$ cat src/hw/pmp_pkg.sv
////////////////////////////////////////
// Shared types for the PMP unit
// Address widths, mode and privilege encodings,
// the software configuration byte and the decoded rule
// Referenced by scoped names from every RTL file
////////////////////////////////////////

package pmp_pkg;

   ////////////////////////////////////////
   // Widths
   ////////////////////////////////////////

   // Byte address width of the core
   localparam int unsigned XLEN   = 32;

   // Word address width, byte address without bits 1:0
   localparam int unsigned WORD_W = XLEN - 2;

   typedef logic [XLEN-1:0]   pmp_addr_t;
   typedef logic [WORD_W-1:0] pmp_word_t;

   ////////////////////////////////////////
   // Encodings
   ////////////////////////////////////////

   // Address matching mode, as held in cfg bits 4:3
   typedef enum logic [1:0]
   {
      PMP_OFF   = 2'd0,
      PMP_TOR   = 2'd1,
      PMP_NA4   = 2'd2,
      PMP_NAPOT = 2'd3
   } pmp_mode_e;

   // Privilege of the current access
   typedef enum logic
   {
      PRIV_USER    = 1'b0,
      PRIV_MACHINE = 1'b1
   } pmp_priv_e;

   ////////////////////////////////////////
   // Configuration and rules
   ////////////////////////////////////////

   // One pmpcfg byte, standard layout
   typedef struct packed
   {
      logic       lock;
      logic [1:0] reserved;
      pmp_mode_e  mode;
      logic       x;
      logic       w;
      logic       r;
   } pmp_cfg_t;

   // Decoded rule, all addresses in words
   // Top is only meaningful for TOR, mask only for NAPOT
   typedef struct packed
   {
      logic      enable;
      pmp_mode_e mode;
      logic      r;
      logic      w;
      logic      x;
      pmp_word_t base;
      pmp_word_t top;
      pmp_word_t mask;
   } pmp_rule_t;

endpackage

$ cat src/hw/pmp_port_check.sv
////////////////////////////////////////
// PMP port checker
// Matches one port's address against the rule table
// and forwards or refuses the request in the same cycle
////////////////////////////////////////

`timescale 1ns/1ps

module pmp_port_check
#(
   parameter int unsigned N_PMP_ENTRIES = 16
)
(
   input  pmp_pkg::pmp_rule_t [N_PMP_ENTRIES-1:0]      rules_i,
   // Permission bit per entry for this access type
   input  logic               [N_PMP_ENTRIES-1:0]      perm_i,
   input  pmp_pkg::pmp_priv_e                          priv_i,

   // Core side
   input  logic                                        req_i,
   input  pmp_pkg::pmp_addr_t                          addr_i,
   output logic                                        gnt_o,

   // Memory side
   output logic                                        req_o,
   input  logic                                        gnt_i,
   output pmp_pkg::pmp_addr_t                          addr_o,
   output logic                                        err_o
);

   pmp_pkg::pmp_word_t         word;
   logic [N_PMP_ENTRIES-1:0]   match;
   logic                       allowed;

   // Rules work on word addresses
   assign word = addr_i[pmp_pkg::XLEN-1:2];

   ////////////////////////////////////////
   // Region match
   ////////////////////////////////////////

   always_comb
   begin
      for (int j = 0; j < N_PMP_ENTRIES; j++)
      begin
         match[j] = 1'b0;
         if (rules_i[j].enable && perm_i[j])
         begin
            case (rules_i[j].mode)
               pmp_pkg::PMP_TOR:
               begin
                  // Base inclusive, top exclusive
                  match[j] = (word >= rules_i[j].base) && (word < rules_i[j].top);
               end
               pmp_pkg::PMP_NA4:
               begin
                  match[j] = (word == rules_i[j].base);
               end
               pmp_pkg::PMP_NAPOT:
               begin
                  match[j] = ((word & rules_i[j].mask) == rules_i[j].base);
               end
               default:
               begin
                  match[j] = 1'b0;
               end
            endcase
         end
      end
   end

   ////////////////////////////////////////
   // Request gate
   ////////////////////////////////////////

   // Machine mode skips the check entirely
   assign allowed = (priv_i == pmp_pkg::PRIV_MACHINE) || (|match);

   always_comb
   begin
      if (allowed)
      begin
         req_o = req_i;
         gnt_o = gnt_i;
         err_o = 1'b0;
      end
      else
      begin
         req_o = 1'b0;
         gnt_o = 1'b0;
         err_o = req_i;
      end
   end

   assign addr_o = addr_i;

endmodule

$ cat config.mk
export PLATFORM = sky130hd
export DESIGN_NAME = pmp_port_check
export DESIGN_NICKNAME = d
export VERILOG_FILES = /design/src/hw/pmp_pkg.sv /design/src/hw/pmp_port_check.sv
export SDC_FILE = /design/constraint.sdc
export NUM_CORES = 2
export LEC_CHECK = 0
export BUFFER_PORTS_ARGS = -buffer_cell sky130_fd_sc_hd__clkbuf_2
export CAP_MARGIN = 10
export CELL_PAD_IN_SITES_DETAIL_PLACEMENT = 1
export CELL_PAD_IN_SITES_GLOBAL_PLACEMENT = 1
export CORE_AREA = 10 10 619 621
export DETAILED_ROUTE_END_ITERATION = 6
export DIE_AREA = 0 0 629 631
export GPL_TIMING_DRIVEN = 0
export PLACE_DENSITY = 0.32
export SLEW_MARGIN = 30
export SYNTH_ARGS = -nofsm -noshare
export SYNTH_HDL_FRONTEND = slang
export SYNTH_SLANG_ARGS = --single-unit
export TNS_END_PERCENT = 20
$ cat constraint.sdc
create_clock -name vclk -period 4.13
set_input_delay 0.413 -clock vclk [all_inputs]
set_output_delay 0.413 -clock vclk [all_outputs]
set_load 0.03 [all_outputs]
* Yosys cells after proc, flatten, opt, wreduce, memory -nomap -nowiden
Index checks and enable logic that the tools add are counted.
W data, S select, Z words.
** Word-level totals
- Bits in registers :: 0
- Word-level logic and storage cells :: 197
- Output and inout port bits :: 35
- Input bits :: 1587
** Operators by class
- Equal/unequal tests :: 80
- Multiplexer cells :: 35
- Bitwise operators :: 16
- Reduce and logical (&&, ||, !) cells :: 34
- Order comparisons :: 32
** Operators with widths (count)
- $eq A30 B30 Y1 :: 32
- $and A30 B30 Y30 :: 16
- $ge A30 B30 Y1 :: 16
- $lt A30 B30 Y1 :: 16
- $eq A2 B2 Y1 const B :: 32
- $pmux W1 S3 :: 16
- $eq A2 B1 Y1 const B :: 16
- $logic_and A1 B1 Y1 :: 32
- $mux W1 :: 19
- $reduce_or A16 Y1 :: 1
- $logic_or A1 B1 Y1 :: 1

* Longest topological paths before layout
- Depth in word-level cells :: 7
- Mapped depth :: 12
- Mapped depth without buffers :: 11

* Least setup slack after synthesis
OpenSTA, ideal clock, no wires.
- Kind :: input to output
- Start :: input addr_i[2]
- End :: output gnt_o
- Cell stages on the path :: 12
- Path slack :: 0.523 ns
- Arrival time :: 3.194 ns
- Path buffers :: 1
- Required time :: 3.717 ns
- Cell sequence :: buf_4 -> inv_1 -> ha_1 -> nand2b_1 -> a21o_1 -> a221o_1 -> a2111oi_0 -> nor3_1 -> o221ai_1 -> o21ai_0 -> nor4b_1 -> a21boi_0
** On the way
- Cells in the longest elaborated chain, start to end :: 7
- Elaborated cells on any way between the ends :: 131
- Those cells by class :: order compare: 32; eq/ne: 32; mux: 33; bitwise: 16; reduce/logical: 18
** Ends and longest elaborated chain
- start, declared :: line pmp_port_check.sv:21 : input pmp_pkg::pmp_addr_t addr_i,
- $ge A30 B30 Y1, or another cell as far along :: line pmp_port_check.sv:53 : match[j] = (word >= rules_i[j].base) && (word < rules_i[j].top);
- $logic_and A1 B1 Y1 or $eq A30 B30 Y1 (tied branches) :: line pmp_port_check.sv:53, pmp_port_check.sv:61
- $pmux W1 S3 :: line pmp_port_check.sv:49 : case (rules_i[j].mode)
- $mux W1 :: line pmp_port_check.sv:47 : if (rules_i[j].enable && perm_i[j])
- $reduce_or A16 Y1 * :: line pmp_port_check.sv:77 : assign allowed = (priv_i == pmp_pkg::PRIV_MACHINE) || (|match);
- $logic_or A1 B1 Y1 * :: line pmp_port_check.sv:77
- $mux W1 * :: line pmp_port_check.sv:81 : if (allowed)
- end, declared :: line pmp_port_check.sv:22 : output logic gnt_o,
Mark *: on every way between the ends. The rest lies on a longest branch, timed or not.

* Final worst setup path
- Start :: input addr_i[4]
- End :: output err_o
** On the way
- Cells in the longest elaborated chain, start to end :: 7
- Elaborated cells on any way between the ends :: 131
- Those cells by class :: order compare: 32; eq/ne: 32; mux: 33; bitwise: 16; reduce/logical: 18
** Ends and longest elaborated chain
- $ge A30 B30 Y1, or another cell as far along :: line pmp_port_check.sv:53
- $logic_and A1 B1 Y1 or $eq A30 B30 Y1 (tied branches) :: line pmp_port_check.sv:53, pmp_port_check.sv:61
- $pmux W1 S3 :: line pmp_port_check.sv:49
- $mux W1 :: line pmp_port_check.sv:47
- $reduce_or A16 Y1 * :: line pmp_port_check.sv:77
- $logic_or A1 B1 Y1 * :: line pmp_port_check.sv:77
- $mux W1 * :: line pmp_port_check.sv:81
- end, declared :: line pmp_port_check.sv:28 : output logic err_o
Marked as above.

==> qor.csv <==
metric;value;unit
GP Congestion;0.855;
drt total wl;441000;µm
Layout Cells excl Fill;11500;
I/O pin total;1622;
failing checks;setup timing;
Port Buf Inserts;1571;
via/cell ratio;3.89;
critical path, cell by cell;clkbuf_16 -> ha_4 -> nand4_1 -> or3_4 -> a311oi_4 -> nor3_4 -> or4b_4 -> o2111a_2 -> a211oi_4 -> and4b_2 -> and3_4 -> buf_8;
first-pass GRT wire length;543000;µm
# setup viols final;3;
Post-DP HPWL;352000;µm
final routed DRC violation total;0;
CP startpoint kind;input pin;
Setup TNS Final;-1.88;ns
post-synth top area share;0.369;
Initial Util;0.0864;
run status;finished with violations;
P per Cell Area;120;nW/µm²
Slew HR;0.323;
VDD IR max;0.137;mV
Synth area leader;ha_1;
vias after detailed routing;44800;
Max Fanout on Critical Path;22;
Post-Syn Instances;4629;
total placed cells including tap cells;11200;
width of the die;629;µm
hold path start;addr_i[1];
clk_buf instances;0;
Crit path buffers/inverters;2;
Hold Path Sink;addr_o[1];
Largest stage delay, worst path;0.77;ns
CP Data Arrival Time;4.40;ns
Pleak;28.2;nW
P&R area growth vs syn;63.1;%
Ys Warns;0;
share of cells above drive strength 1;0.314;
grt total ovfl;0;
initial antenna violation count;291;
Critical Path Sink Type;output pin;
vias in the first global route;47400;
row count;224;
Post-Syn Area;32000;µm²
Post-synth top cells;inv_1, ha_1, nand2_1, xnor2_1, a21oi_1;
Post-Syn Nets;7160;
Mapped Avg Cell Area;6.92;µm²
nets@finish;8981;
sequential-to-total area share from yosys stat;0;
num sequential;0;
DRT iter0 DRCs;2633;
DIE AREA;397000;µm²
unrepaired setup endpoints after global routing;true;
max_cap viols;0;
Tot GR Track Use;0.211;
Worst EP required;3.72;ns
Critical Path Source;addr_i[4];
Pre-antenna DRT Iters;5;
largest net degree at the start of global routing;22;
fin crit period;4.81;ns
Slew Limit Fails;0;
total power;6.26;mW
Final Hold Fails;0;
die height;631;µm
register area;0;µm²
setup ws final;-0.678;ns
hold buffers post-CTS;0;
fillers;44900;
cell family with most CP delay;simple AND/OR/NAND/NOR gates;
CP max stage cell;a211oi_4;
hold-critical path depth;2;
DR WL/cell;38.3;µm
Tightest Pin Transition;1.02;ns
top-count cell post-synth;inv_1;
Cell variety after synth;66;
DRT antenna net count;0;
FMAX;0.208;GHz
main area contributors after synthesis;ha_1, inv_1, xnor2_1;
core area;371000;µm²
WS Path Type;in -> out;
final worst-path cycle share;1.16;
Hold Path Class;in -> out;
-- per-stage QoR --
| stage | instance area (µm²) | setup WS (ns) | utilization | hold slack [ns] |
|---|---|---|---|---|
| 2_1_floorplan | 32000 | 0.523 | - | 0.958 |
| 3_3_place_gp | 46100 | -7.96 | 0.124 | 1.10 |
| 3_5_place_dp | 48000 | -3.45 | 0.130 | 1.10 |
| 4_1_cts | 51800 | -0.731 | 0.140 | 1.10 |
| 5_1_grt | 52100 | -0.789 | 0.140 | 1.10 |
| 6_report | 52200 | -0.678 | 0.141 | 1.09 |
-- logic make-up after synthesis --
group                    count (synthesis)  share of synthesized area
AND/OR/NAND/NOR                       1257                      0.199
buffers and inverters                 1055                      0.129
AO/OA/AOI/OAI                         1005                      0.202
adder cells (fa/ha/maj)                944                      0.369
XOR/XNOR                               368                      0.101
-- worst max-delay path by stage --
stage / slack (ns) / to / depth (start not counted)
after floorplan: 0.52 / gnt_o / 12
after global placement: -7.96 / gnt_o / 13
after detailed placement: -3.45 / gnt_o / 14
after CTS: -0.73 / err_o / 13
after global routing: -0.79 / err_o / 15
final: -0.68 / err_o / 12
-- report_power, final --
group / internal [mW] / switching (mW) / total (mW) / leakage (nW)
Combinational: 2.42 / 3.84 / 6.26 / 28.2
Clock: 0.00000180 / 0 / 0.00000180 / 0.000575
Sequential: 0 / 0 / 0 / 0
Total: 2.42 / 3.84 / 6.26 / 28.2
-- final cells by class --
class                           instances  area (µm²)  share of cell area
Inverter                              961        3610              0.0692
Antenna cell                           91         228             0.00436
Multi-Input combinational cell       3574       28700               0.550
Tap cell                             4972        6220               0.119
Timing Repair Buffer                 1819       12000               0.230
Buffer                                 94        1450              0.0277
-- routing by layer --
layer	vias to the layer above	GRT usage	part of all wire
met4	110	0.0417	0.026
met3	510	0.0382	0.054
met5	-	0	0.0016
li1	19900	-	-
met2	1888	0.378	0.49
met1	22400	0.262	0.43
-- cell usage in the layout, fill, tap and decap left out, types with 21 or more instances in the layout --
| master | count |
|---|---|
| a211oi_1 | 55 |
| a21boi_0 | 43 |
| a21o_1 | 176 |
| a21oi_1 | 350 |
| and3_1 | 65 |
| and3b_1 | 33 |
| and4_1 | 31 |
| buf_12 | 55 |
| buf_16 | 51 |
| buf_4 | 168 |
| buf_6 | 21 |
| clkbuf_16 | 37 |
| clkbuf_2 | 1540 |
| diode_2 | 91 |
| ha_1 | 935 |
| inv_1 | 960 |
| nand2_1 | 534 |
| nand2b_1 | 28 |
| nand3_1 | 88 |
| nand4_1 | 216 |
| nor2_1 | 80 |
| nor2b_1 | 33 |
| nor3_1 | 25 |
| nor4_1 | 55 |
| o211ai_1 | 23 |
| o21a_1 | 22 |
| o21ai_0 | 136 |
| o22a_1 | 27 |
| xnor2_1 | 349 |
-- repair_timing --
item | CTS | global route
gates resized for setup | 329 | 21
cloned | 20 | 0
hold endpoints to repair | 0 | 0
pin swaps | 41 | 14
setup endpoints to repair | 3 | 3
setup buffers | 162 | 3
No activity file was read; power rests on OpenSTA's default activity.
